### src/cpu_types_pkg.sv
//==========================================================================
// machine word, address and ram state types for the dual-core memory
// subsystem; import wherever words, addresses or ram state are needed
//==========================================================================
`default_nettype none

package cpu_types_pkg;

    // number of cores
    // both arbiters flip a single bit, so this stays at two
    localparam int CPUS = 2;

    // 32-bit data word
    typedef logic [31:0] word_t;

    // byte address
    // ram only looks at the word part
    typedef logic [31:0] addr_t;

    // core index for owners and pointers
    typedef logic [0:0] cpuid_t;

    // ram handshake state
    typedef enum logic [1:0] {
        // no request
        FREE,
        // counting down the access latency
        BUSY,
        // load valid or write done in this cycle
        ACCESS
    } ramstate_t;

endpackage : cpu_types_pkg

`default_nettype wire

### src/coh_bus_pkg.sv
//==========================================================================
// request and response bundles for core ports, the bus to memory link,
// snoop strobes and the ram command; import next to cpu_types_pkg
//==========================================================================
`default_nettype none

package coh_bus_pkg;
    import cpu_types_pkg::*;

    // one core's request, instruction half then data half
    typedef struct packed {
        logic  iREN;
        addr_t iaddr;
        logic  dREN;
        logic  dWEN;
        addr_t daddr;
        word_t dstore;
    } core_req_t;

    // one core's response
    typedef struct packed {
        logic  iwait;
        word_t iload;
        logic  dwait;
        word_t dload;
    } core_rsp_t;

    // granted data request out of the bus controller
    typedef struct packed {
        logic  dREN;
        logic  dWEN;
        addr_t daddr;
        word_t dstore;
    } bus_mem_t;

    // memory controller answer for the granted data request
    typedef struct packed {
        logic  dwait;
        word_t dload;
    } mem_bus_t;

    // single-cycle invalidate plus the written address
    typedef struct packed {
        logic  inv;
        addr_t addr;
    } snoop_t;

    // ram command and status
    typedef struct packed {
        logic  ren;
        logic  wen;
        addr_t addr;
        word_t store;
    } ram_req_t;

    typedef struct packed {
        ramstate_t state;
        word_t     load;
    } ram_rsp_t;

endpackage : coh_bus_pkg

`default_nettype wire

### src/bus_control.sv
//==========================================================================
// round-robin arbiter for the two cores' data ports; forwards the owner's
// request to the memory controller and strobes a write invalidate to the
// other core when a store completes
//==========================================================================
`default_nettype none

module bus_control
    import cpu_types_pkg::*;
    import coh_bus_pkg::*;
(
    input  logic      CLK,
    input  logic      nRST,
    input  core_req_t core_req  [CPUS],
    output mem_bus_t  dport_rsp [CPUS],
    output bus_mem_t  bmif_out,
    input  mem_bus_t  bmif_in,
    output snoop_t    snoop     [CPUS]
);

    // registered owner and its neighbour
    cpuid_t owner;
    cpuid_t other;
    // combinational grant for this cycle
    cpuid_t gnt;

    logic owner_pend;
    logic other_pend;
    logic gnt_pend;
    // granted transfer finishes this cycle
    logic done;

    assign other = ~owner;

    always_comb begin
        owner_pend = core_req[owner].dREN || core_req[owner].dWEN;
        other_pend = core_req[other].dREN || core_req[other].dWEN;
        // owner keeps the bus while it asks
        // idle owner hands over to a waiting neighbour
        gnt = (!owner_pend && other_pend) ? other : owner;
        gnt_pend = owner_pend || other_pend;
        done = gnt_pend && !bmif_in.dwait;
    end

    // forward the granted request
    always_comb begin
        bmif_out = '0;
        if (gnt_pend) begin
            bmif_out.dREN = core_req[gnt].dREN;
            bmif_out.dWEN = core_req[gnt].dWEN;
            bmif_out.daddr = core_req[gnt].daddr;
            bmif_out.dstore = core_req[gnt].dstore;
        end
    end

    // answer goes to the granted core only
    always_comb begin
        for (int i = 0; i < CPUS; i++) begin
            dport_rsp[i].dwait = 1'b1;
            dport_rsp[i].dload = '0;
            if (gnt == cpuid_t'(i)) begin
                dport_rsp[i].dwait = bmif_in.dwait;
                dport_rsp[i].dload = bmif_in.dload;
            end
        end
    end

    // write invalidate to every core but the writer
    always_comb begin
        for (int i = 0; i < CPUS; i++) begin
            snoop[i].inv = 1'b0;
            snoop[i].addr = '0;
            if (gnt != cpuid_t'(i)) begin
                snoop[i].inv = done && bmif_out.dWEN;
                snoop[i].addr = bmif_out.daddr;
            end
        end
    end

    // owner follows the grant
    // flips after each completed transfer so contenders alternate
    always_ff @(posedge CLK, negedge nRST) begin
        if (!nRST) begin
            owner <= '0;
        end else if (done) begin
            owner <= ~gnt;
        end else begin
            owner <= gnt;
        end
    end

    // only one core can be the target of a store invalidate
    assert property (@(posedge CLK) disable iff (!nRST)
        !(snoop[0].inv && snoop[1].inv));

endmodule : bus_control

`default_nettype wire

### src/memory_control.sv
//==========================================================================
// ram arbiter between the granted data request and the instruction
// fetches of both cores; data goes first, but every data access is
// followed by a fetch slot if one is waiting
//==========================================================================
`default_nettype none

module memory_control
    import cpu_types_pkg::*;
    import coh_bus_pkg::*;
(
    input  logic      CLK,
    input  logic      nRST,
    input  core_req_t core_req [CPUS],
    output core_rsp_t core_rsp [CPUS],
    output snoop_t    snoop    [CPUS],
    output ram_req_t  ram_req,
    input  ram_rsp_t  ram_rsp
);

    // link to the data port arbiter
    bus_mem_t bus_mem;
    mem_bus_t mem_bus;
    mem_bus_t dport_rsp [CPUS];

    // fetch round-robin pointer
    cpuid_t ipick;
    // last ram access served data
    logic data_hit;

    cpuid_t icore;
    logic fetch_pend;
    logic data_pend;
    logic serve_data;
    logic serve_fetch;
    logic access;

    bus_control u_bus_ctrl (
        .CLK       (CLK),
        .nRST      (nRST),
        .core_req  (core_req),
        .dport_rsp (dport_rsp),
        .bmif_out  (bus_mem),
        .bmif_in   (mem_bus),
        .snoop     (snoop)
    );

    always_comb begin
        // skip the pointer when its core has no fetch
        icore = core_req[ipick].iREN ? ipick : ~ipick;
        fetch_pend = core_req[icore].iREN;
        data_pend = bus_mem.dREN || bus_mem.dWEN;
        // data wins unless it just had the ram and a fetch waits
        serve_data = data_pend && !(data_hit && fetch_pend);
        serve_fetch = fetch_pend && !serve_data;
        access = ram_rsp.state == ACCESS;
    end

    // ram command from the winner
    always_comb begin
        ram_req = '0;
        if (serve_data) begin
            ram_req.ren = bus_mem.dREN;
            ram_req.wen = bus_mem.dWEN;
            ram_req.addr = bus_mem.daddr;
            ram_req.store = bus_mem.dstore;
        end else if (serve_fetch) begin
            ram_req.ren = 1'b1;
            ram_req.addr = core_req[icore].iaddr;
        end
    end

    // data answer back to the bus controller
    assign mem_bus.dwait = !(serve_data && access);
    assign mem_bus.dload = ram_rsp.load;

    // per core response, wait drops only for the fetch winner
    always_comb begin
        for (int i = 0; i < CPUS; i++) begin
            core_rsp[i].iwait = 1'b1;
            core_rsp[i].iload = '0;
            core_rsp[i].dwait = dport_rsp[i].dwait;
            core_rsp[i].dload = dport_rsp[i].dload;
            if (serve_fetch && icore == cpuid_t'(i)) begin
                core_rsp[i].iwait = !access;
                core_rsp[i].iload = ram_rsp.load;
            end
        end
    end

    // fairness and pointer move only on a finished access
    always_ff @(posedge CLK, negedge nRST) begin
        if (!nRST) begin
            ipick <= '0;
            data_hit <= 1'b0;
        end else if (access) begin
            data_hit <= serve_data;
            if (serve_fetch) begin
                ipick <= ~icore;
            end
        end
    end

    // ram must never report a finished access without a command
    assert property (@(posedge CLK) disable iff (!nRST)
        (ram_rsp.state == ACCESS) |-> (ram_req.ren || ram_req.wen));

endmodule : memory_control

`default_nettype wire

### config.mk
export PLATFORM = sky130hd
export DESIGN_NAME = memory_control
export DESIGN_NICKNAME = d
export VERILOG_FILES = /design/src/cpu_types_pkg.sv /design/src/coh_bus_pkg.sv /design/src/bus_control.sv /design/src/memory_control.sv
export SDC_FILE = /design/constraint.sdc
export NUM_CORES = 1
export LEC_CHECK = 0
export CAP_MARGIN = 20
export CORE_AREA = 2 2 192 194
export DETAILED_ROUTE_END_ITERATION = 10
export DIE_AREA = 0 0 194 196
export DONT_BUFFER_PORTS = 1
export HOLD_SLACK_MARGIN = 0.06
export PLACE_DENSITY_LB_ADDON = 0.25
export REMOVE_ABC_BUFFERS = 1
export SETUP_SLACK_MARGIN = 0.4
export SLEW_MARGIN = 20
export SYNTH_ARGS = -nofsm -noshare
export SYNTH_HDL_FRONTEND = slang
export SYNTH_HIERARCHICAL = 1
export SYNTH_SLANG_ARGS = --single-unit
### constraint.sdc
create_clock -name CLK -period 4.7 [get_ports CLK]
set_input_delay 0 -clock CLK [delete_from_list [all_inputs] [get_ports CLK]]
set_output_delay 0 -clock CLK [all_outputs]
set_load 0.03 [all_outputs]
# Word level (Yosys, flattened, before mapping)
# Cells that the tools add are included.
# totals
register_bits	3
latch_bits	0
ramBits	0
romBits	0
input_bits	234
output_inout_bits	264
word_cells	68
mem_count	0
# classes
add_sub_neg	0
n_mul	0
n_div	0
n_lt_le_gt_ge	5
eq_ne	1
shifts	0
n_mux	31
bitwise	9
reduce_logical	19
# ops
cell	count
two-way mux 66 bit	10
two-way mux 99 bit	6
two-way mux 33 bit	6
two-way mux 32 bit	3
greater-or-equal comparator 2 bit (second input constant)	5
NOT 1 -> 2 bit	5
logical AND 1 bit	9
two-way mux 1 bit	6
logical NOT 1 bit	5
logical OR 1 bit	4
NOT 1 bit	4
== test 2 bit (second input constant)	1
AND reduction 2 bit	1

# Longest topological paths before layout
# Gate-level depths: netlist (run 1).
# depth
ltp_word	19
depth_mapped	10
mapped_depth_nobuf	7

# Cells and area by module
# Netlist (run 1), hierarchy kept.
# modules_own_cells
module	n_inst	cells_per_inst	area_each_um2	seq_area_each_um2
bus_control	1	277	1964.4	25.0
memory_control	1	236	1564.0	50.0

# Worst setup path after synthesis (run 1)
# No wires, ideal clock.
# synth_path
kind	register to output
startpoint	reg u_bus_ctrl.owner
endpoint	out snoop[65] in the netlist's numbering
t_arrival_ps	2546
required_ps	4700
setup_slack_ps	2154
path_stages_with_launch	10
n_path_buf	3
cell_sequence	dfrtp_1 clkbuf_1 nand2b_1 a21oi_1 nor2_1 o21a_1 buf_6 buf_6 nand2_1 nor4b_1
# synth_rtl
item	line_no	source
start: declaration	bus_control.sv:22	cpuid_t owner;
start signal: assignment	bus_control.sv:86	owner <= ~gnt;
start signal: assignment	bus_control.sv:88	owner <= gnt;
end: declaration	memory_control.sv:16	output snoop_t snoop [CPUS],

==> results.toml, run 1 <==
[setup_path]
crit_start = "u_bus_ctrl/owner$_DFF_PN0_"
crit_fanout = 33
reg2reg_depth = 7
required_ns = 4.70
start_kind = "flop"
regToRegEndpoint = "ipick$_DFFE_PN0P_"
cp_cell_sequence = "nand2b_1 -> a21oi_1 -> nor2_1 -> o21bai_1 -> o21ai_4 -> buf_4 -> o21ai_0"
max_stage_delay_ns = 0.96
timing.critical_path.arrival_ns = 2.91
crit_end = "ram_req[63]"
critPathBufInv = 1
critPathCaptureType = "output port"
rrSetupSlack_ns = 2.13
crit_cells = 7
r2r-start = "u_bus_ctrl/owner$_DFF_PN0_"
crit_family = "compound AO/OA/AOI/OAI gates"
cp_slowest_cell = "o21ai_0"
crit_type = "flop to output port"

[place]
detailed_place_hpwl_mm = 14.55
port_buffers = 0
place.gp.congestion = 0.8563
pre_cts_ws_ns = 2.064

[cts]
cts_setup_buffers = 0
cts_tree = "done"
clk_latency_ns = 0.22
clk_pin_slew_worst_paths_ns = 0.03
cts_buffers = 3
cts.sinks = 3
clockBufferDepth = 2
htree_levels = 1
cts_root_buf = "clkbuf_16"

[final_layout]
utilization_pct = 11.10
area_growth_pct = 13.55
fin_nets = 713
drive_gt1_share_pct = 14.02
n_fill_cell = 4164

[timing]
timing.fmax_mhz = 343.6
slew_headroom_pct = 22.57
worstMarginPinSlew_ns = 1.149
hold_violations = 0
period_share_pct = 61.92
fin_worst_skew_ns = 0.002029
fin_tns_setup_ns = 0
rsz0062_at_grt = "false"
fin_ws_ns = 1.790
setup_viol = 0
period_needed_ns = 2.910
slew_viol_final = 0
holdWs_ns = 0.08920

[synthesis]
synthTopCellsByCount = "and2_1, nor2b_1, nand2_1"
syn_area_per_cell_um2 = 6.878
synth_most_common_cell = "and2_1"
synth_adder_area_share_pct = 0.3191
synth_edf_count = 0
yosysTopAreaCell = "and2_1"
yosysSeqAreaShare_pct = 2.128
synth_top_area_share_pct = 31.91
synth_compound_area_share_pct = 15.50
synth_cell_types = 36
synthTopCellsByArea = "and2_1, nor2b_1, mux2_2, mux2i_1, a22o_1"
async_flop_share_pct = 100.0
synth_mux_area_share_pct = 19.29
synth_xor_area_share_pct = 0
synth-seq-cells = 3
synth_simple_gate_area_share_pct = 53.87
synth-main-ff-cell = "dfrtp_1"
synth_cells = 513
synth_top_family_by_area = "simple AND/OR/NAND/NOR gates"
yosys_warnings = 6
syn_area_mm2 = 0.003528

[floorplanning]
ios = 498
fp-row-count = 70
initial_core_util_pct = 9.778
fp.dieArea_mm2 = 0.03802
die_h_um = 196
core_mm2 = 0.03608
die_x_um = 194

[global_route]
grtUsageMet2_pct = 15.16
grt_use_met1_pct = 8.713
use_met3_pct = 1.461
antenna_found_initial = 3
grt_overflow = 0
grt_max_degree = 68
grt_pass1_vias = 3302
grt_usage_pct = 7.947
grt_pass1_wl_mm = 22.59
top_usage_layer = "met2"

[power]
powerDensity_mw_per_mm2 = 416.7
leakage_nw = 1.479
p_total_mw = 1.669
max-vdd-ir-drop_mv = 0.1509

[route]
antenna_left = 0
drtIter0Drc = 184
drc = 0
firstDrtPassIters = 4
drt_wl_total_mm = 17.50
wire_per_inst_um = 18.44
vias_per_cell = 3.953
vias = 3751

[min_path]
holdCritStartpoint = "ram_rsp[32]"
holdCritPathClass = "input port to flop"

[job]
cap_violations = 0

[outcome]
run_status = "completed"
==> cell families after synthesis <==
group,Yosys count
AOI/OAI and AO/OA,79
adders and majority gates,1
buffers and inverters,50
DFF,3
muxes,64
and+or+nand+nor,316
==> report_power, final <==
group	switching [mW]	internal, mW	total [mW]	leakage, nW
sequential	0.0107	0.0333	0.0440	0.0365
clock	0.0229	0.112	0.135	0.0382
combinational	1.15	0.343	1.49	1.40
==> stage by stage <==
step	area, um^2	std cells
floorplan	3226	466
global placement	3890	939
detailed placement	3890	939
finish	4006	949
global route	4006	949
CTS	3999	946
==> final cells by class <==
class / count / area (um^2) / area share, %
sequential: 3 / 75.07 / 1.874
timing repair buffer: 8 / 67.56 / 1.686
antenna: 3 / 7.507 / 0.1874
multi-input combinational: 460 / 3181 / 79.39
tap: 468 / 585.6 / 14.62
clock buffer: 4 / 78.83 / 1.968
inverter: 3 / 11.26 / 0.2811
==> layout by cell type, fill, tap and decap left out, types with 3 or more instances in the layout <==
| master | count |
|---|---|
| and2_1 | 180 |
| nor2b_1 | 61 |
| nand2_1 | 40 |
| mux2i_1 | 32 |
| a22o_1 | 32 |
| mux2_2 | 32 |
| o21ai_1 | 29 |
| and2_2 | 13 |
| o21ai_0 | 5 |
| nand2b_1 | 5 |
| buf_4 | 5 |
| and2b_1 | 4 |
| diode_2 | 3 |
| inv_1 | 3 |
| clkbuf_16 | 3 |
| dfrtp_1 | 3 |
| dlygate4sd3_1 | 3 |
| a21oi_1 | 3 |
==> per-layer routing <==
| metal | vias to the layer above | part of all wire (%) | routed length (um) |
|---|---|---|---|
| met5 | - | 0 | 0 |
| met4 | 0 | 3.7 | 649 |
| met3 | 35 | 8.4 | 1474 |
| met2 | 352 | 52 | 9075 |
| met1 | 1750 | 36 | 6296 |
| li1 | 1614 | - | - |
==> worst min-delay path, stage by stage <==
cell	delay [ns]
nand2b_1	0.14
nand2_1	0.08
nand2_1	0.06
==> sequential cells by signal, summed over array words and instances, names as in the netlist <==
register	cells
data_hit	1
ipick	1
u_bus_ctrl/owner	1
==> worst min path at each step <==
stage / to / slack, ns / cells after the start
final: data_hit$_DFFE_PN0N_ / 0.09 / 3
after global routing: data_hit$_DFFE_PN0N_ / 0.11 / 3
after CTS: data_hit$_DFFE_PN0N_ / 0.08 / 3
after detailed placement: ipick$_DFFE_PN0P_ / -0.30 / 0
after global placement: ipick$_DFFE_PN0P_ / -0.30 / 0
after floorplan: data_hit$_DFFE_PN0N_ / -0.30 / 0
==> timing repair <==
item,in CTS,in global routing
resized for setup,0,0
hold endpoints to repair,4,0
hold buffers,3,0
No activity file was read; power rests on OpenSTA's default activity.
==> inputs of run 2 (changes only) <==
==> constraint.sdc (replaced) <==
create_clock -name CLK -period 2.8 [get_ports CLK]
set_input_delay 0 -clock CLK [delete_from_list [all_inputs] [get_ports CLK]]
set_output_delay 0 -clock CLK [all_outputs]
set_load 0.03 [all_outputs]
==> results.toml, run 2 (synthesized netlist as in run 1, its figures left out) <==
[outcome]
run_status = "completed"

[global_route]
antenna_found_initial = 1
grt_pass1_vias = 3539
grt_overflow = 0
grt_max_degree = 70
grt_usage_pct = 8.261
grt_pass1_wl_mm = 23.59

[setup_path]
crit_family = "simple AND/OR/NAND/NOR gates"
critPathCaptureType = "output port"
crit_type = "flop to output port"
reg2reg_depth = 8
cp_cell_sequence = "nand2b_1 -> a21oi_1 -> nor2_2 -> o21bai_4 -> and3_2 -> and2_1"
critPathBufInv = 0
crit_cells = 6
timing.critical_path.arrival_ns = 2.25
start_kind = "flop"
crit_fanout = 16
required_ns = 2.80
max_stage_delay_ns = 0.46
cp_slowest_cell = "dfrtp_2"

[final_layout]
area_growth_pct = 28.33
fin_nets = 764
drive_gt1_share_pct = 23.63
utilization_pct = 12.55
n_fill_cell = 4148
register_area_um2 = 76.32
multi_input_area_mm2 = 0.003281
largestRegisters = "data_hit: 1 flops, ipick: 1 flops, u_bus_ctrl/owner: 1 flops"
final_common_cell = "and2_1"
final_cell_mix = "and2_1, nor2b_1, buf_4"

[cts]
cts_buffers = 3
clk_latency_ns = 0.23
cts_root_buf = "clkbuf_16"
clockBufferDepth = 2
clk_pin_slew_worst_paths_ns = 0.03
cts.sinks = 3
cts_tree = "done"
htree_levels = 1

[floorplanning]
core_mm2 = 0.03608
fp-row-count = 70
die_h_um = 196
fp.dieArea_mm2 = 0.03802
initial_core_util_pct = 9.778
die_x_um = 194
ios = 498

[timing]
slew_headroom_pct = 34.46
hold_violations = 0
setup_viol = 0
fin_worst_skew_ns = 0.001598
worstMarginPinSlew_ns = 0.9831
slew_viol_final = 0
period_share_pct = 80.41
timing.fmax_mhz = 444.2
rsz0062_at_grt = "true"
period_needed_ns = 2.251

[route]
firstDrtPassIters = 5
vias_per_cell = 3.999
drtIter0Drc = 202
drt_wl_total_mm = 19.32
drc = 0
vias = 3999
antenna_left = 0
wire_per_inst_um = 19.32

[place]
place.gp.congestion = 0.8515
detailed_place_hpwl_mm = 15.03
port_buffers = 0

[power]
p_total_mw = 3.215
powerDensity_mw_per_mm2 = 710.0
leakage_nw = 1.756
max-vdd-ir-drop_mv = 0.5415

[min_path]
holdCritPathClass = "input port to flop"
holdPathStages = 3

[job]
cap_violations = 0
[run 2: cell count changes in the layout (fill, tap and decap cells not counted), sizes merged]
cell	delta
and3	+2
o21ai	+2
buf	+45
dlygate4sd3	+2
[run 2: through the flow]
step	std cells	area (um^2)	setup TNS, ns	hold WS (ns)	worst slack [ns]
global route	998	4523	0	0.1167	0.3801
CTS	983	4338	0	0.06815	0.2941
finish	1000	4528	0	0.06504	0.5487
detailed placement	973	4183	0	-0.2954	0.5422
floorplan	466	3226	-27.29	-0.2956	-0.7854
global placement	973	4183	0	-0.2955	0.5653
[run 2: power by group]
| part | internal [mW] | total [mW] | switching [mW] |
|---|---|---|---|
| clock network | 0.188 | 0.229 | 0.0413 |
| registers | 0.0567 | 0.0779 | 0.0212 |
| logic | 0.853 | 2.91 | 2.05 |
[run 2: layout make-up]
class                   count  share of cell area, %
repair buffers             55                  10.78
well taps                 468                  12.93
multi-input cells         464                  72.45
inverters                   3                 0.2487
clock buffers               4                  1.741
flip-flops and latches      3                  1.686
diodes                      3                 0.1658
[run 2: tightest hold or removal path: stages]
cell     delay [ns]
nor2_4         0.03
a21oi_1        0.12
o21ai_0        0.09
[run 2: worst paths after layout]
path	from	endpoint	slack, ns
hold reg to reg	data_hit$_DFFE_PN0N_	data_hit$_DFFE_PN0N_	0.56
hold / removal	core_req[164]	u_bus_ctrl/owner$_DFF_PN0_	0.07
max in group asynchronous	nRST	u_bus_ctrl/owner$_DFF_PN0_	2.04
setup reg to reg	u_bus_ctrl/owner$_DFF_PN0_	ipick$_DFFE_PN0P_	0.81
min in group asynchronous	nRST	ipick$_DFFE_PN0P_	0.59
setup / recovery	u_bus_ctrl/owner$_DFF_PN0_	core_rsp[105]	0.55
[run 2: layer usage]
metal  vias up  track usage, %  share of wire [%]
met1      1881           9.266                 36
met4         0           2.918                4.0
met2       354           15.79                 51
met5         -               0                  0
met3        40           1.169                8.9
li1       1724               -                  -
[run 2: timing repair]
item                                    4_1_cts  5_1_grt
endpoints found under the setup margin       82      100
endpoints found under the hold margin         5        0
gates resized for setup                       5       10
setup buffers                                 0       11
gates cloned                                  1        3
hold buffers                                  5        0
pin swaps                                     1        4
